`src/design/mips16_params.svh`:
```
`ifndef MIPS16_PARAMS_SVH
`define MIPS16_PARAMS_SVH

// Datapath and register file sizes
`define MIPS16_WORD 16
`define MIPS16_RADDR 4
`define REG_COUNT 11

// Special registers sit above the eight general ones
`define REG_SP 8
`define REG_IH 9
`define REG_T 10

`endif
```
`src/design/mips16_pipe_pkg.sv`:
```
`default_nettype none

`include "mips16_params.svh"

package mips16_pipe_pkg;

	typedef logic [`MIPS16_RADDR-1:0] reg_addr_t;

	// Operation carried into execute
	typedef enum logic [3:0] {
		EX_ADD,
		EX_SUB,
		EX_AND,
		EX_OR,
		EX_CMP,
		EX_SLL,
		EX_SRL,
		EX_SRA,
		EX_PASS,
		EX_NONE
	} exe_op_e;

endpackage

`default_nettype wire

```
`src/design/mips16_isa_pkg.sv`:
```
`default_nettype none

package mips16_isa_pkg;

	typedef enum logic [4:0] {
		MAJ_NOP    = 5'b00001,
		MAJ_SHIFT  = 5'b00110,
		MAJ_ADDIU3 = 5'b01000,
		MAJ_ADDIU  = 5'b01001,
		MAJ_SP     = 5'b01100, // ADDSP, MTSP
		MAJ_LI     = 5'b01101,
		MAJ_MOVE   = 5'b01111,
		MAJ_LW_SP  = 5'b10010,
		MAJ_LW     = 5'b10011,
		MAJ_SW_SP  = 5'b11010,
		MAJ_SW     = 5'b11011,
		MAJ_RRR    = 5'b11100, // ADDU, SUBU
		MAJ_RR     = 5'b11101, // AND, OR, CMP, SRAV, MFPC
		MAJ_IH     = 5'b11110  // MFIH, MTIH
	} major_op_e;

	typedef enum logic [2:0] {SP_ADDSP = 3'b011, SP_MTSP = 3'b100} sp_sub_e; // instr[10:8]
	typedef enum logic [1:0] {RRR_ADDU = 2'b01, RRR_SUBU = 2'b11} rrr_func_e; // instr[1:0]
	typedef enum logic [1:0] {SH_SLL = 2'b00, SH_SRL = 2'b10, SH_SRA = 2'b11} shift_func_e;
	typedef enum logic [7:0] {IH_MFIH = 8'h00, IH_MTIH = 8'h01} ih_func_e; // instr[7:0]

	typedef enum logic [4:0] {
		RR_SRAV = 5'b00111,
		RR_CMP  = 5'b01010,
		RR_AND  = 5'b01100,
		RR_OR   = 5'b01101
	} rr_func_e;

	localparam logic [7:0] MFPC_LOW = 8'b0100_0000; // Low byte of MFPC in the RR group

	typedef enum logic [2:0] {
		IMM_NONE,
		IMM_SE8,
		IMM_SE4,
		IMM_SE5,
		IMM_ZE8,
		IMM_SH3, // 0 means 8
		IMM_PC1
	} imm_kind_e;

endpackage

`default_nettype wire

```
`src/design/pipe_ifs.sv`:
```
`timescale 1ns/10ps
`default_nettype none

`include "mips16_params.svh"

// Decoder to id/exe register
interface dec_if;
	logic valid;
	mips16_pipe_pkg::reg_addr_t rd_addr;
	logic reg_write;
	logic mem_read;
	logic mem_write;
	mips16_pipe_pkg::exe_op_e op;
	mips16_isa_pkg::imm_kind_e imm_kind;
	logic use_b; // op2 from port B
	logic a_from_b; // op1 from port B
	logic [10:0] imm_field;

	modport drive (output valid, rd_addr, reg_write, mem_read, mem_write, op, imm_kind,
		use_b, a_from_b, imm_field);
	modport recv (input valid, rd_addr, reg_write, mem_read, mem_write, op, imm_kind,
		use_b, a_from_b, imm_field);
endinterface

// Id/exe register to execute
interface id_ex_if;
	logic valid;
	mips16_pipe_pkg::exe_op_e op;
	logic [`MIPS16_WORD-1:0] op1;
	logic [`MIPS16_WORD-1:0] op2;
	logic [`MIPS16_WORD-1:0] store_data;
	mips16_pipe_pkg::reg_addr_t rd_addr;
	logic reg_write;
	logic mem_read;
	logic mem_write;

	modport drive (output valid, op, op1, op2, store_data, rd_addr, reg_write, mem_read, mem_write);
	modport recv (input valid, op, op1, op2, store_data, rd_addr, reg_write, mem_read, mem_write);
endinterface

`default_nettype wire

```
`src/design/mips16_ex_top.sv`:
```
`timescale 1ns/10ps
`default_nettype none

`include "mips16_params.svh"

module mips16_ex_top (
	input logic clk,
	input logic reset,
	input logic instr_valid,
	input logic [`MIPS16_WORD-1:0] instr,
	input logic [`MIPS16_WORD-1:0] pc,
	input logic hold,
	input logic flush,
	output logic wb_en,
	output logic [`MIPS16_RADDR-1:0] wb_addr,
	output logic [`MIPS16_WORD-1:0] wb_data,
	output logic mem_read,
	output logic mem_write,
	output logic [`MIPS16_WORD-1:0] mem_addr,
	output logic [`MIPS16_WORD-1:0] mem_wdata,
	output logic [`MIPS16_WORD-1:0] mem_count
);

	mips16_pipe_pkg::reg_addr_t rs_a;
	mips16_pipe_pkg::reg_addr_t rs_b;
	logic [`MIPS16_WORD-1:0] rdata_a;
	logic [`MIPS16_WORD-1:0] rdata_b;
	logic rf_wb_en; // Execute-cycle write port
	mips16_pipe_pkg::reg_addr_t rf_wb_addr;
	logic [`MIPS16_WORD-1:0] rf_wb_data;

	dec_if dec_bus ();
	id_ex_if ex_bus ();

	instr_decoder dec0 (.instr(instr), .instr_valid(instr_valid), .rs_a(rs_a), .rs_b(rs_b),
		.dec(dec_bus));

	reg_file rf0 (.clk(clk), .reset(reset), .rs_a(rs_a), .rs_b(rs_b), .rdata_a(rdata_a),
		.rdata_b(rdata_b), .wb_en(rf_wb_en), .wb_addr(rf_wb_addr), .wb_data(rf_wb_data));

	id_exe_stage idex0 (.clk(clk), .reset(reset), .hold(hold), .flush(flush), .pc(pc),
		.rdata_a(rdata_a), .rdata_b(rdata_b), .dec(dec_bus), .ex(ex_bus), .mem_count(mem_count));

	// Registered copies leave the top two cycles after issue
	exec_unit exu0 (.clk(clk), .reset(reset), .ex(ex_bus), .wb_en(rf_wb_en), .wb_addr(rf_wb_addr),
		.wb_data(rf_wb_data), .mem_read(mem_read), .mem_write(mem_write), .mem_addr(mem_addr),
		.mem_wdata(mem_wdata), .res_en(wb_en), .res_addr(wb_addr), .res_data(wb_data));

endmodule

`default_nettype wire

```
`src/design/exec_unit.sv`:
```
`timescale 1ns/10ps
`default_nettype none

`include "mips16_params.svh"

module exec_unit (
	input logic clk,
	input logic reset,
	id_ex_if.recv ex,
	output logic wb_en,
	output mips16_pipe_pkg::reg_addr_t wb_addr,
	output logic [`MIPS16_WORD-1:0] wb_data,
	output logic mem_read,
	output logic mem_write,
	output logic [`MIPS16_WORD-1:0] mem_addr,
	output logic [`MIPS16_WORD-1:0] mem_wdata,
	output logic res_en,
	output mips16_pipe_pkg::reg_addr_t res_addr,
	output logic [`MIPS16_WORD-1:0] res_data
);

	logic [`MIPS16_WORD-1:0] sum;
	logic [`MIPS16_WORD-1:0] result;

	assign sum = ex.op1 + ex.op2; // Also the memory address

	always_comb begin
		case (ex.op)
			mips16_pipe_pkg::EX_ADD: result = sum;
			mips16_pipe_pkg::EX_SUB: result = ex.op1 - ex.op2;
			mips16_pipe_pkg::EX_AND: result = ex.op1 & ex.op2;
			mips16_pipe_pkg::EX_OR: result = ex.op1 | ex.op2;
			mips16_pipe_pkg::EX_CMP: result = (ex.op1 == ex.op2) ? '0 : `MIPS16_WORD'(1);
			mips16_pipe_pkg::EX_SLL: result = ex.op1 << ex.op2[3:0];
			mips16_pipe_pkg::EX_SRL: result = ex.op1 >> ex.op2[3:0];
			mips16_pipe_pkg::EX_SRA: result = $signed(ex.op1) >>> ex.op2[3:0];
			mips16_pipe_pkg::EX_PASS: result = ex.op1;
			default: result = '0;
		endcase
	end

	// Register file write in the execute cycle
	assign wb_en = ex.valid && ex.reg_write;
	assign wb_addr = ex.rd_addr;
	assign wb_data = result;

	always_ff @(posedge clk) begin
		if (reset) begin
			res_en <= 1'b0;
			mem_read <= 1'b0;
			mem_write <= 1'b0;
		end else begin
			res_en <= wb_en;
			mem_read <= ex.valid && ex.mem_read;
			mem_write <= ex.valid && ex.mem_write;
		end
	end

	always_ff @(posedge clk) begin
		res_addr <= wb_addr;
		res_data <= result;
		mem_addr <= sum;
		mem_wdata <= ex.store_data;
	end

	// Stores never write a register
	a_store_no_wb: assert property (@(posedge clk) disable iff (reset)
		!(res_en && mem_write));

endmodule

`default_nettype wire

```
`src/design/id_exe_stage.sv`:
```
`timescale 1ns/10ps
`default_nettype none

`include "mips16_params.svh"

module id_exe_stage (
	input logic clk,
	input logic reset,
	input logic hold,
	input logic flush,
	input logic [`MIPS16_WORD-1:0] pc,
	input logic [`MIPS16_WORD-1:0] rdata_a,
	input logic [`MIPS16_WORD-1:0] rdata_b,
	dec_if.recv dec,
	id_ex_if.drive ex,
	output logic [`MIPS16_WORD-1:0] mem_count
);

	logic [`MIPS16_WORD-1:0] imm_ext;
	logic [`MIPS16_WORD-1:0] op1_next;
	logic [`MIPS16_WORD-1:0] op2_next;
	logic take;

	assign take = !flush && !hold;

	//////////////////////////////////////////////////////////////////////
	// Operand forming
	always_comb begin
		case (dec.imm_kind)
			mips16_isa_pkg::IMM_SE8: imm_ext = {{8{dec.imm_field[7]}}, dec.imm_field[7:0]};
			mips16_isa_pkg::IMM_SE4: imm_ext = {{12{dec.imm_field[3]}}, dec.imm_field[3:0]};
			mips16_isa_pkg::IMM_SE5: imm_ext = {{11{dec.imm_field[4]}}, dec.imm_field[4:0]};
			mips16_isa_pkg::IMM_SH3: begin
				// Zero amount encodes a shift by 8
				imm_ext = (dec.imm_field[4:2] == 3'b000) ? `MIPS16_WORD'(8) :
					{13'b0, dec.imm_field[4:2]};
			end
			default: imm_ext = '0;
		endcase
	end

	always_comb begin
		if (dec.imm_kind == mips16_isa_pkg::IMM_ZE8)
			op1_next = {8'b0, dec.imm_field[7:0]}; // LI byte
		else if (dec.imm_kind == mips16_isa_pkg::IMM_PC1)
			op1_next = pc + `MIPS16_WORD'(1); // MFPC
		else if (dec.a_from_b)
			op1_next = rdata_b;
		else
			op1_next = rdata_a;
	end

	// Ports swap when op1 is taken from B, so SRAV gets its amount from A
	assign op2_next = !dec.use_b ? imm_ext : dec.a_from_b ? rdata_a : rdata_b;

	//////////////////////////////////////////////////////////////////////
	// Stage register
	always_ff @(posedge clk) begin
		if (reset) begin
			ex.valid <= 1'b0;
			ex.reg_write <= 1'b0;
			ex.mem_read <= 1'b0;
			ex.mem_write <= 1'b0;
			mem_count <= '0;
		end else if (!take) begin
			ex.valid <= 1'b0; // Offered word dropped, held entry not rerun
		end else begin
			ex.valid <= dec.valid;
			ex.reg_write <= dec.reg_write;
			ex.mem_read <= dec.mem_read;
			ex.mem_write <= dec.mem_write;
			if (dec.valid && (dec.mem_read || dec.mem_write))
				mem_count <= mem_count + `MIPS16_WORD'(1);
		end
	end

	always_ff @(posedge clk) begin
		if (take) begin
			ex.op <= dec.op;
			ex.op1 <= op1_next;
			ex.op2 <= op2_next;
			ex.store_data <= rdata_b;
			ex.rd_addr <= dec.rd_addr;
		end
	end

	a_mem_excl: assert property (@(posedge clk) disable iff (reset)
		!(ex.mem_read && ex.mem_write));

endmodule

`default_nettype wire

```
`src/design/reg_file.sv`:
```
`timescale 1ns/10ps
`default_nettype none

`include "mips16_params.svh"

module reg_file (
	input logic clk,
	input logic reset,
	input mips16_pipe_pkg::reg_addr_t rs_a,
	input mips16_pipe_pkg::reg_addr_t rs_b,
	output logic [`MIPS16_WORD-1:0] rdata_a,
	output logic [`MIPS16_WORD-1:0] rdata_b,
	input logic wb_en,
	input mips16_pipe_pkg::reg_addr_t wb_addr,
	input logic [`MIPS16_WORD-1:0] wb_data
);

	logic [`MIPS16_WORD-1:0] regs [`REG_COUNT]; // r0-r7, SP, IH, T

	always_ff @(posedge clk) begin
		if (reset) begin
			for (int i = 0; i < `REG_COUNT; i++) begin
				regs[i] <= '0;
			end
		end else if (wb_en) begin
			regs[wb_addr] <= wb_data;
		end
	end

	// Write-through so a consumer can follow its producer directly
	assign rdata_a = (wb_en && wb_addr == rs_a) ? wb_data :
		(rs_a < `REG_COUNT) ? regs[rs_a] : '0;
	assign rdata_b = (wb_en && wb_addr == rs_b) ? wb_data :
		(rs_b < `REG_COUNT) ? regs[rs_b] : '0;

	a_wb_addr_range: assert property (@(posedge clk) disable iff (reset)
		wb_en |-> wb_addr < `REG_COUNT);

endmodule

`default_nettype wire

```
`src/design/instr_decoder.sv`:
```
`timescale 1ns/10ps
`default_nettype none

`include "mips16_params.svh"

module instr_decoder (
	input logic [`MIPS16_WORD-1:0] instr,
	input logic instr_valid,
	output mips16_pipe_pkg::reg_addr_t rs_a,
	output mips16_pipe_pkg::reg_addr_t rs_b,
	dec_if.drive dec
);

	localparam mips16_pipe_pkg::reg_addr_t SP_ADDR = mips16_pipe_pkg::reg_addr_t'(`REG_SP);
	localparam mips16_pipe_pkg::reg_addr_t IH_ADDR = mips16_pipe_pkg::reg_addr_t'(`REG_IH);
	localparam mips16_pipe_pkg::reg_addr_t T_ADDR = mips16_pipe_pkg::reg_addr_t'(`REG_T);

	mips16_isa_pkg::major_op_e major;
	mips16_pipe_pkg::reg_addr_t rx;
	mips16_pipe_pkg::reg_addr_t ry;
	mips16_pipe_pkg::reg_addr_t rz;
	logic low5_zero;

	assign major = mips16_isa_pkg::major_op_e'(instr[15:11]);
	assign rx = {1'b0, instr[10:8]};
	assign ry = {1'b0, instr[7:5]};
	assign rz = {1'b0, instr[4:2]};
	assign low5_zero = (instr[4:0] == 5'b00000);

	assign dec.valid = instr_valid;
	assign dec.imm_field = instr[10:0];
	// Every kept op that touches no memory writes a register
	assign dec.reg_write = (dec.op != mips16_pipe_pkg::EX_NONE) && !dec.mem_read && !dec.mem_write;

	always_comb begin
		rs_a = '0;
		rs_b = '0;
		dec.rd_addr = rx;
		dec.mem_read = 1'b0;
		dec.mem_write = 1'b0;
		dec.op = mips16_pipe_pkg::EX_NONE;
		dec.imm_kind = mips16_isa_pkg::IMM_NONE;
		dec.use_b = 1'b0;
		dec.a_from_b = 1'b0;
		case (major)
			mips16_isa_pkg::MAJ_ADDIU: begin
				rs_a = rx;
				dec.op = mips16_pipe_pkg::EX_ADD;
				dec.imm_kind = mips16_isa_pkg::IMM_SE8;
			end
			mips16_isa_pkg::MAJ_ADDIU3: begin
				rs_a = rx;
				dec.rd_addr = ry;
				dec.op = mips16_pipe_pkg::EX_ADD;
				dec.imm_kind = mips16_isa_pkg::IMM_SE4;
			end
			mips16_isa_pkg::MAJ_SP: begin
				dec.rd_addr = SP_ADDR;
				if (instr[10:8] == mips16_isa_pkg::SP_ADDSP) begin
					rs_a = SP_ADDR;
					dec.op = mips16_pipe_pkg::EX_ADD;
					dec.imm_kind = mips16_isa_pkg::IMM_SE8;
				end else if (instr[10:8] == mips16_isa_pkg::SP_MTSP && low5_zero) begin
					rs_a = ry; // MTSP source sits in [7:5]
					dec.op = mips16_pipe_pkg::EX_PASS;
				end
			end
			mips16_isa_pkg::MAJ_RRR: begin
				rs_a = rx;
				rs_b = ry;
				dec.rd_addr = rz;
				dec.use_b = 1'b1;
				if (instr[1:0] == mips16_isa_pkg::RRR_ADDU)
					dec.op = mips16_pipe_pkg::EX_ADD;
				else if (instr[1:0] == mips16_isa_pkg::RRR_SUBU)
					dec.op = mips16_pipe_pkg::EX_SUB;
			end
			mips16_isa_pkg::MAJ_RR: begin
				rs_a = rx;
				rs_b = ry;
				dec.use_b = 1'b1;
				if (instr[7:0] == mips16_isa_pkg::MFPC_LOW) begin
					dec.op = mips16_pipe_pkg::EX_PASS;
					dec.imm_kind = mips16_isa_pkg::IMM_PC1;
				end else begin
					case (instr[4:0])
						mips16_isa_pkg::RR_AND: dec.op = mips16_pipe_pkg::EX_AND;
						mips16_isa_pkg::RR_OR: dec.op = mips16_pipe_pkg::EX_OR;
						mips16_isa_pkg::RR_CMP: begin
							dec.op = mips16_pipe_pkg::EX_CMP;
							dec.rd_addr = T_ADDR;
						end
						mips16_isa_pkg::RR_SRAV: begin
							dec.op = mips16_pipe_pkg::EX_SRA;
							dec.rd_addr = ry; // ry >>= rx
							dec.a_from_b = 1'b1;
						end
						default: ;
					endcase
				end
			end
			mips16_isa_pkg::MAJ_LI: begin
				dec.op = mips16_pipe_pkg::EX_PASS;
				dec.imm_kind = mips16_isa_pkg::IMM_ZE8;
			end
			mips16_isa_pkg::MAJ_MOVE: begin
				rs_b = ry;
				dec.a_from_b = 1'b1;
				if (low5_zero)
					dec.op = mips16_pipe_pkg::EX_PASS;
			end
			mips16_isa_pkg::MAJ_IH: begin
				if (instr[7:0] == mips16_isa_pkg::IH_MFIH) begin
					rs_a = IH_ADDR;
					dec.op = mips16_pipe_pkg::EX_PASS;
				end else if (instr[7:0] == mips16_isa_pkg::IH_MTIH) begin
					rs_a = rx;
					dec.rd_addr = IH_ADDR;
					dec.op = mips16_pipe_pkg::EX_PASS;
				end
			end
			mips16_isa_pkg::MAJ_SHIFT: begin
				rs_b = ry;
				dec.a_from_b = 1'b1;
				dec.imm_kind = mips16_isa_pkg::IMM_SH3;
				case (instr[1:0])
					mips16_isa_pkg::SH_SLL: dec.op = mips16_pipe_pkg::EX_SLL;
					mips16_isa_pkg::SH_SRL: dec.op = mips16_pipe_pkg::EX_SRL;
					mips16_isa_pkg::SH_SRA: dec.op = mips16_pipe_pkg::EX_SRA;
					default: ;
				endcase
			end
			//////////////////////////////////////////////////////////////////////
			// Memory group with the address always op1 + immediate
			mips16_isa_pkg::MAJ_LW, mips16_isa_pkg::MAJ_SW: begin
				rs_a = rx;
				rs_b = ry; // Store data for SW
				dec.op = mips16_pipe_pkg::EX_ADD;
				dec.imm_kind = mips16_isa_pkg::IMM_SE5;
				dec.mem_read = (major == mips16_isa_pkg::MAJ_LW);
				dec.mem_write = (major == mips16_isa_pkg::MAJ_SW);
			end
			mips16_isa_pkg::MAJ_LW_SP, mips16_isa_pkg::MAJ_SW_SP: begin
				rs_a = SP_ADDR;
				rs_b = SP_ADDR; // SW_SP stores SP
				dec.op = mips16_pipe_pkg::EX_ADD;
				dec.imm_kind = mips16_isa_pkg::IMM_SE8;
				dec.mem_read = (major == mips16_isa_pkg::MAJ_LW_SP);
				dec.mem_write = (major == mips16_isa_pkg::MAJ_SW_SP);
			end
			mips16_isa_pkg::MAJ_NOP: ; // Also the fate of any unknown word
			default: ;
		endcase
	end

endmodule

`default_nettype wire

```
`config.mk`:
```
export PLATFORM = sky130hd
export DESIGN_NAME = mips16_ex_top
export DESIGN_NICKNAME = d
export VERILOG_FILES = /design/src/design/mips16_pipe_pkg.sv /design/src/design/mips16_isa_pkg.sv /design/src/design/pipe_ifs.sv /design/src/design/mips16_ex_top.sv /design/src/design/exec_unit.sv /design/src/design/id_exe_stage.sv /design/src/design/reg_file.sv /design/src/design/instr_decoder.sv
export VERILOG_INCLUDE_DIRS = /design/src /design/src/design
export SDC_FILE = /design/constraint.sdc
export NUM_CORES = 1
export LEC_CHECK = 0
export ABC_AREA = 0
export ABC_CLOCK_PERIOD_IN_PS = 6400
export BUFFER_PORTS_ARGS = -buffer_cell sky130_fd_sc_hd__buf_2
export CORE_UTILIZATION = 65
export CTS_CLUSTER_DIAMETER = 30
export DETAILED_ROUTE_END_ITERATION = 12
export PLACE_DENSITY = 0.84
export SYNTH_ARGS = -nofsm -noshare
export SYNTH_HDL_FRONTEND = slang
export SYNTH_SLANG_ARGS = --single-unit
```
`constraint.sdc`:
```
create_clock -name clk -period 6.4 [get_ports clk]
set_input_delay 0.32 -clock clk [delete_from_list [all_inputs] [get_ports clk]]
set_output_delay 0.32 -clock clk [all_outputs]
set_load 0.03 [all_outputs]
```
-- Word-level counts from Yosys, hierarchy flattened
Memory sizes are Yosys's and may differ from the RTL's.
Cells that the tools add are included.
- input bits: 37
- output and inout port bits: 71
- word-level logic and storage cells: 156
- flip-flop bits (word level): 131
- RAM bits: 176
- memories kept: 1
- reductions and logical operators: 31
- equal/unequal tests: 42
- bitwise gates (word level): 3
- $add $sub $neg: 4
- order comparisons: 2
- multiplexer cells: 52
- shift operators: 3
- memory list (memory ; words ; width ; rd ports ; clocked after memory_dff ; write ports ; RTL line ; RTL):
    rf0.regs ; 11 ; 16 ; 2 ; 0 ; 11 ; reg_file.sv:18 ; logic [`MIPS16_WORD-1:0] regs [`REG_COUNT];
- operators by type and width (cell ; number):
    $mux 16 ; 9
    $pmux 16 s9 ; 1
    $pmux 16 s4 ; 1
    $mux 4 ; 12
    $eq 5x4->1 const B ; 8
    $eq 5x5->1 const B ; 7
    $add 16x1->16 const B ; 2
    $pmux 4 s4 ; 2
    $pmux 4 s8 ; 1
    $pmux 3 s7 ; 1
    $pmux 4 s5 ; 1
    $reduce_or 6->1 ; 3
    $add 16x16->16 ; 1
    $and 16x16->16 ; 1
    $eq 16x16->1 ; 1
    $eq 4x3->1 const B ; 4
    $or 16x16->16 ; 1
    $pmux 4 s2 ; 2
    $reduce_or 16->1 ; 1
    $shl 16x4->16 ; 1
    $shr 16x4->16 ; 1
    $sshr 16x4->16 ; 1
    $sub 16x16->16 ; 1
    $mux 1 ; 14
    other kinds (30) ; 60

-- Depth between registers and ports, before layout
Gate-level depths: netlist (run 1).
- depth after elaboration: 11
- depth in mapped cells: 15
- depth with buffers taken out: 12

-- Hierarchy
A second synthesis (run 1) with hierarchy kept.
- cells, all modules: 1915
- area total of the unflattened synthesis: 19598.8 sq um
- by module, submodules not included (module ; seq. area each (sq um) ; cells each ; times used ; area an instance (sq um)):
    reg_file ; 5124.9 ; 784 ; 1 ; 9645.5
    exec_unit ; 1101.1 ; 643 ; 1 ; 5255.0
    id_exe_stage ; 2082.0 ; 335 ; 1 ; 3747.3
    instr_decoder ; 0.0 ; 153 ; 1 ; 950.9

-- Least setup slack after synthesis (run 1)
Ideal clock, no wire load.
- path type: register to register
- start point: register idex0.ex.op2[2]
- end point: register idex0.ex.op2[12], data pin
- cell stages (with the launch flop): 14
- clock period less this slack: 4180 ps
- arrival: 3919 ps
- setup slack: 2220 ps
- buffers on the path: 2
- setup time: 261 ps
- data required time: 6139 ps
- cells stage by stage: edfxtp_1 -> clkbuf_1 -> inv_1 -> clkbuf_1 -> ha_1 -> or2_1 -> a221oi_1 -> o211ai_1 -> a2111o_1 -> and2_1 -> a221o_1 -> a221o_1 -> mux2_2 -> a221o_1
- longest elaborated chain between the ends: 5
- elaborated cells on any way between the ends: 10
- classes of those cells: add/sub: 2; shift: 3; mux: 5
- RTL lines (what ; RTL line ; RTL):
    start: declaration ; pipe_ifs.sv:37 ; modport drive (output valid, op, op1, op2, store_data, rd_addr, reg_write, mem_read, mem_write);
    start signal: assignment ; id_exe_stage.sv:81 ; ex.op2 <= op2_next;
    $sub 16x16->16 (tied with other cells) ; exec_unit.sv:30 ; mips16_pipe_pkg::EX_SUB: result = ex.op1 - ex.op2;
    $pmux 16 s9 (*) ; exec_unit.sv:28 ; case (ex.op)
    net exu0.wb_data[12] ; exec_unit.sv:12 ; output logic [`MIPS16_WORD-1:0] wb_data,
    $mux 16 (*) ; reg_file.sv:33 ; assign rdata_b = (wb_en && wb_addr == rs_b) ? wb_data :
    net idex0.rdata_b[12] ; id_exe_stage.sv:13 ; input logic [`MIPS16_WORD-1:0] rdata_b,
    $mux 16 (*) (2 in a row) ; id_exe_stage.sv:54 ; assign op2_next = !dec.use_b ? imm_ext : dec.a_from_b ? rdata_a : rdata_b;
    net idex0.op2_next[12] ; id_exe_stage.sv:21 ; logic [`MIPS16_WORD-1:0] op2_next;
The timed path passes the listed nets; every way through them passes the cells marked *.
A chain may end at the register's enable or synchronous reset.

-- Final worst setup path (run 1)
- start point: register idex0.ex.op2[3]
- end point: register idex0.ex.op1[5], data pin
- longest elaborated chain between the ends: 6
- elaborated cells on any way between the ends: 11
- classes of those cells: add/sub: 2; shift: 3; mux: 6
- RTL lines (what ; RTL line ; RTL):
    $sub 16x16->16 (tied with other cells) ; exec_unit.sv:30 ;
    $pmux 16 s9 (*) ; exec_unit.sv:28 ;
    net exu0.wb_data[5] ; exec_unit.sv:12 ;
    $mux 16 (*) ; reg_file.sv:33 ;
    net idex0.rdata_b[5] ; id_exe_stage.sv:13 ;
    $mux 16 (*) ; id_exe_stage.sv:47 ; else if (dec.a_from_b)
    $mux 16 (*) ; id_exe_stage.sv:45 ; else if (dec.imm_kind == mips16_isa_pkg::IMM_PC1)
    $mux 8 (*) ; id_exe_stage.sv:43 ; if (dec.imm_kind == mips16_isa_pkg::IMM_ZE8)
    net idex0.op1_next[5] ; id_exe_stage.sv:20 ; logic [`MIPS16_WORD-1:0] op1_next;
    end signal: assignment ; id_exe_stage.sv:80 ; ex.op1 <= op1_next;
    end: declaration ; pipe_ifs.sv:37 ;
Marks and branches as above.

==> results of run 1 <==
==> cells by family after synthesis <==
family,count (synthesis),share of synthesized area [%]
buf+inv,252,5.333
xor+xnor,50,2.307
simple gates,827,20.16
flops,291,42.08
mux,114,7.930
compound gates,498,18.68
fa+ha+maj,52,3.507
==> sequential cells by signal (all words and copies together), names as in the netlist <==
name / flops
idex0.ex.mem_read: 1
exu0.mem_wdata: 16
idex0.ex.rd_addr: 4
exu0.mem_read: 1
exu0.mem_addr: 16
idex0.ex.reg_write: 1
exu0.res_data: 16
idex0.ex.op: 4
idex0.ex.op1: 16
exu0.res_addr: 4
idex0.mem_count: 16
idex0.ex.op2: 16
idex0.ex.mem_write: 1
idex0.ex.valid: 1
exu0.mem_write: 1
exu0.res_en: 1
idex0.ex.store_data: 16
rf0.regs: 160
==> layout by cell type (no fill, tap or decap), types with 15 or more instances in the layout <==
cell type,Yosys,final
a211oi_1,31,31
a21oi_1,88,87
a221o_1,20,20
a31oi_1,31,31
and3_1,17,17
buf_2,26,107
buf_4,1,44
clkbuf_16,0,60
dfxtp_1,75,75
edfxtp_1,216,216
ha_1,50,50
inv_1,81,80
mux2_2,20,20
mux2i_1,66,66
mux4_2,27,27
nand2_1,234,234
nand2b_1,26,26
nand3_1,82,82
nand4_1,15,15
nor2_1,302,302
nor2b_1,32,32
nor3_1,25,24
o211ai_1,22,22
o21ai_0,79,79
o221ai_1,26,26
o22ai_1,27,27
xnor2_1,28,28
xor2_1,22,22
==> area by class of cell <==
cell class / count / area, um^2
Multi-Input combinational cell: 1541 / 10030
Sequential cell: 291 / 7988
Fill cell: 1980 / 6862
Clock buffer: 61 / 1505
Timing Repair Buffer: 151 / 865.8
Clock inverter: 53 / 664.4
Tap cell: 384 / 480.5
Inverter: 81 / 304.0
==> layer usage <==
| metal | GRT usage, % | vias to the layer above | share of wire [%] | wire [um] |
|---|---|---|---|---|
| li1 | - | 7778 | - | - |
| met1 | 56.14 | 8572 | 33 | 23170 |
| met2 | 70.08 | 1713 | 45 | 31190 |
| met3 | 12.55 | 462 | 14 | 9663 |
| met4 | 32.34 | 0 | 8.1 | 5673 |
| met5 | 0 | - | 0 | 0 |
==> stage by stage <==
| stage | worst slack [ns] | util [%] | hold WS [ns] |
|---|---|---|---|
| after CTS | 1.836 | 76.08 | 0.03540 |
| after floorplan | 2.220 | - | 0.3233 |
| after detailed placement | 1.803 | 68.52 | 0.3285 |
| after global placement | 1.868 | 68.52 | 0.3266 |
| after global routing | 1.630 | 76.09 | 0.03744 |
| final | 1.615 | 76.09 | 0.04871 |
==> worst min-delay path: stages <==
cell     delay, ns
buf_2         0.14
nand2_1       0.08
nor2_1        0.04
==> final timing paths <==
path	from	endpoint	slack, ns	cells after the start
max reg2reg	idex0.ex.op2[3]	idex0.ex.op1[5]	1.61	12
max	idex0.ex.op2[3]	idex0.ex.op1[5]	1.61	12
min	instr_valid	idex0.ex.valid	0.05	3
min reg2reg	idex0.ex.store_data[8]	exu0.mem_wdata[8]	0.34	0
==> where the power goes <==
part | leakage (nW) | switching (mW) | total, mW | internal (mW)
logic | 4.63 | 0.681 | 1.01 | 0.326
registers | 2.80 | 0.0891 | 2.23 | 2.14
clock network | 1.04 | 1.19 | 3.28 | 2.09
total | 8.46 | 1.96 | 6.52 | 4.56
==> metrics.cfg, run 1 <==
[status]
run_status=completed

[clocking]
clkTransAtPathRegs_ns=0.05
numCtsBuffers=60
htree_num_levels=2
cts_tree=built
clockBufferDepth=3
cts_setup_buffers=0
postCtsResizedCells=0
cts_hold_buffers=0
clock_latency_ns=0.61
root_buffer=clkbuf_16
cts.sinks=291

[cells_and_area]
stdcell_area_um2=21840
nNetsFinal=2215
num_antenna_cells=0
fin_cells=2562
synthToLayoutAreaGrowth_pct=15.07
drive_gt1_share_pct=15.75

[route]
vias_per_cell=7.231
first_iter_violations=3738
dr.pass1.iters=7
num_vias=18530
wl_per_cell_um=27.20
wl_mm=69.70
drc=0
ant_nets=0

[place]
place.gp.congestion=1.081
port_buffers=107
hpwl_mm=45.57
dp.cells=2448
dpl-instance-area_um2=19670

[yosys]
netlist_top_cells_area=edfxtp_1, dfxtp_1, nor2_1
syn_nets=2173
synth.most_common_cell=nor2_1
synth_cells=2084
synth_seq_cells=291
yosys_most_used_dff=edfxtp_1
ys_seq_area_share_pct=42.08
syn_area_per_cell_um2=9.108
syn_area_um2=18980
synth_top_area_share_pct=34.17
synth_edf_count=216
synth_cell_type_count=93
ys_warn_count=0
async_reset_ff_share_pct=0
synth_largest_area_cell=edfxtp_1
synth_commonest_cells=nor2_1, nand2_1, edfxtp_1

[timing]
setup-tns-final_ns=0
fin_crit_ns=4.785
finalHoldViolations=0
clock.fmax_ghz=0.2090
rsz0062_at_grt=false
finalCritPeriodShare_pct=74.77
setup_viol=0
slew_headroom_pct=15.96
tightest_slew_ns=1.251
skew_ns=0.04178
final-max-slew-violation-count=0

[worst_setup_path]
path_cells=buf_4 -> inv_1 -> ha_1 -> nor3b_1 -> nor3_1 -> nand2_1 -> o221a_2 -> o211ai_1 -> nor2_1 -> a31oi_1 -> o211ai_1 -> a21oi_1
cp.required_ns=6.79
cp_slowest_cell=nor3_1
crit_top_cell=o211ai_1
path_max_fanout=31
criticalPathCategory=reg2reg
cpLargestDelayFamily=compound AO/OA/AOI/OAI gates
path_buf_inv=2
cp-start-kind=flip-flop
end_kind=flip-flop
cp.arrival_ns=5.17
slowest_delay_ns=0.70

[grt]
grt-ovfl-total=0
grt_pass1_vias=17510
grt_max_degree=61
track_usage_pct=45.74
antenna_found_initial=1
grt_pass1_wl_mm=104.2

[floorplanning]
die_h_um=172.9
coreArea_um2=28700
dieArea_um2=29890
ioPinCount=108
die_w_um=172.9
start_util_pct=66.13
fp-row-count=62

[min_path]
hp-class=in2reg

[power_and_ir_drop]
p_total_mw=6.519
p_leak_nw=8.462
powerDensity_nw_per_um2=298.5
vdd_drop_max_v=0.0002897

[flow_run]
drv_cap=0

Power figures use the tool's default switching activity.
==> inputs of run 2 (changes only) <==
--- a/config.mk
+++ b/config.mk
@@ -7,12 +7,12 @@
 export NUM_CORES = 1
 export LEC_CHECK = 0
 export ABC_AREA = 0
-export ABC_CLOCK_PERIOD_IN_PS = 6400
+export ABC_CLOCK_PERIOD_IN_PS = 4960
 export BUFFER_PORTS_ARGS = -buffer_cell sky130_fd_sc_hd__buf_2
-export CORE_UTILIZATION = 65
+export CORE_UTILIZATION = 61
 export CTS_CLUSTER_DIAMETER = 30
 export DETAILED_ROUTE_END_ITERATION = 12
-export PLACE_DENSITY = 0.84
+export PLACE_DENSITY = 0.8
 export SYNTH_ARGS = -nofsm -noshare
 export SYNTH_HDL_FRONTEND = slang
 export SYNTH_SLANG_ARGS = --single-unit
==> constraint.sdc (replaced) <==
create_clock -name clk -period 4.96 [get_ports clk]
set_input_delay 0.248 -clock clk [delete_from_list [all_inputs] [get_ports clk]]
set_output_delay 0.248 -clock clk [all_outputs]
set_load 0.03 [all_outputs]
==> run 2 against run 1 <==
  * Utilization shrank 3.7 points
  * Die area grew 6.5%
  * First-iteration DRC count shrank 23%
  * Register-to-register slack lost 1.2 ns
==> metrics.cfg, run 2 (same netlist as run 1, synthesis figures left out) <==
[cells_and_area]
drive_gt1_share_pct=17.21  ; was 15.75%
nNetsFinal=2257  ; was 2,215
largest_reg_flops=160  ; unchanged
mostFrequentLayoutCells=nor2_1, nand2_1, edfxtp_1, buf_2, a21oi_1  ; unchanged
layout_commonest_cell=nor2_1  ; unchanged
synthToLayoutAreaGrowth_pct=16.74  ; was 15.07%
regMostFlops=rf0.regs  ; unchanged
stdcell_area_um2=22160  ; was 21,840 um^2
fin_cells=2617  ; was 2,562

[worst_setup_path]
r2r.worst_path.cells=11  ; was 12
cp.arrival_ns=4.89  ; was 5.17 ns
cp-start-kind=flip-flop  ; unchanged
criticalPathCategory=reg2reg  ; unchanged
end_kind=flip-flop  ; unchanged
cp.required_ns=5.36  ; was 6.79 ns
path_max_fanout=11  ; was 31

[timing]
tightest_slew_ns=1.314  ; was 1.251 ns
clock.fmax_ghz=0.2224  ; was 0.2090 GHz
rsz0062_at_grt=false  ; unchanged
setup_viol=0  ; unchanged
slew_headroom_pct=12.39  ; was 15.96%
setup-tns-final_ns=0  ; unchanged
finalHoldViolations=0  ; unchanged
finalCritPeriodShare_pct=90.65  ; was 74.77%
final-max-slew-violation-count=0  ; unchanged
fin_crit_ns=4.496  ; was 4.785 ns
skew_ns=0.06079  ; was 0.04178 ns

[min_path]
whs_path_depth=3  ; unchanged
hp-class=in2reg  ; unchanged

[clocking]
root_buffer=clkbuf_16  ; unchanged
cts_tree=built  ; unchanged
numCtsBuffers=59  ; was 60
clkTransAtPathRegs_ns=0.06  ; was 0.05 ns
cts.sinks=291  ; unchanged
htree_num_levels=2  ; unchanged
clock_latency_ns=0.65  ; was 0.61 ns
clockBufferDepth=3  ; unchanged

[floorplanning]
ioPinCount=108  ; unchanged
die_h_um=178.4  ; was 172.9 um
dieArea_um2=31820  ; was 29,890 um^2
fp-row-count=64  ; was 62
start_util_pct=62.05  ; was 66.13%
die_w_um=178.4  ; was 172.9 um
coreArea_um2=30590  ; was 28,700 um^2

[route]
wl_mm=73.53  ; was 69.70 mm
wl_per_cell_um=28.10  ; was 27.20 um
num_vias=18670  ; was 18,530
ant_nets=0  ; unchanged
vias_per_cell=7.133  ; was 7.231
drc=0  ; unchanged
dr.pass1.iters=6  ; was 7
first_iter_violations=2886  ; was 3,738

[place]
port_buffers=107  ; unchanged
place.gp.congestion=1.074  ; was 1.081
dpl-instance-area_um2=19990  ; was 19,670 um^2
dp.cells=2502  ; was 2,448
hpwl_mm=48.56  ; was 45.57 mm

[grt]
grt_pass1_wl_mm=107.6  ; was 104.2 mm
grt_pass1_vias=17650  ; was 17,510
grt-ovfl-total=0  ; unchanged
track_usage_pct=46.41  ; was 45.74%
antenna_found_initial=4  ; was 1
grt_max_degree=85  ; was 61

[power_and_ir_drop]
vdd_drop_max_v=0.0004341  ; was 0.0002897 V
p_leak_nw=8.646  ; was 8.462 nW
powerDensity_nw_per_um2=382.3  ; was 298.5 nW/um^2

[flow_run]
drv_cap=0  ; unchanged

[status]
run_status=completed  ; unchanged

## run 2: changes by cell type in the layout (fill, tap and decap cells not counted), moves of 2 or more
cell        delta
clkinv_4       -8
clkinv_8       +3
clkinvlp_4     +2
clkinv_1       +2
clkinv_2       -3
inv_8          +2
diode_2        +2
buf_4         +42
## run 2: stage by stage
stage | hold WS [ns] | setup WS (ns) | util [%] | power (mW)
floorplan | 0.3233 | 0.7804 | - | 3.725
CTS | 0.04354 | 0.5042 | 72.42 | 8.397
global route | 0.08092 | 0.2354 | 72.43 | 8.635
global placement | 0.3273 | 0.4986 | 65.35 | 4.189
finish | 0.05408 | 0.4640 | 72.44 | 8.471
detailed placement | 0.3269 | 0.4526 | 65.35 | 4.202
## run 2: critical path, stage by stage (launching register included)
cell and delay, ns:
edfxtp_1 0.57, inv_1 0.15, fa_1 0.49, or2_1 0.24, a221oi_1 0.54, o211ai_1 0.27, a2111o_1 0.46, and2_1 0.17
a221o_1 0.35, a221o_1 0.43, mux2_2 0.32, a221o_1 0.32
## run 2: layer usage
metal	part of all wire [%]	track usage (%)
met1	33	53.80
met2	45	72.93
met3	13	12.43
met4	8.9	36.30
met5	0.015	0
## run 2: final timing paths
kind	end	startpoint	slack (ns)
hold / removal	idex0.ex.mem_read	instr[15]	0.05
hold reg to reg	exu0.mem_wdata[6]	idex0.ex.store_data[6]	0.34
setup / recovery	idex0.ex.op2[12]	idex0.ex.op1[1]	0.46
setup reg to reg	idex0.ex.op2[12]	idex0.ex.op1[1]	0.46
## run 2: timing repair
item | CTS | global route
endpoints found under the hold margin | 1 | 0
buffers inserted | 0 | 0
hold buffers | 1 | 0
resized for setup | 0 | 0
setup endpoints to repair | 0 | 0
## run 2: cell type report
cell class / count / area [um^2]
Clock inverter: 52 / 671.9
Fill cell: 2255 / 8432
Inverter: 81 / 304.0
Sequential cell: 291 / 7988
Clock buffer: 60 / 1480
Tap cell: 396 / 495.5
Antenna cell: 2 / 5.005
Timing Repair Buffer: 194 / 1191
Multi-Input combinational cell: 1541 / 10020
## run 2: power breakdown
part	switching (mW)	total [mW]	internal [mW]
Sequential	0.0927	2.86	2.77
Combinational	0.926	1.37	0.447
Clock	1.56	4.24	2.68
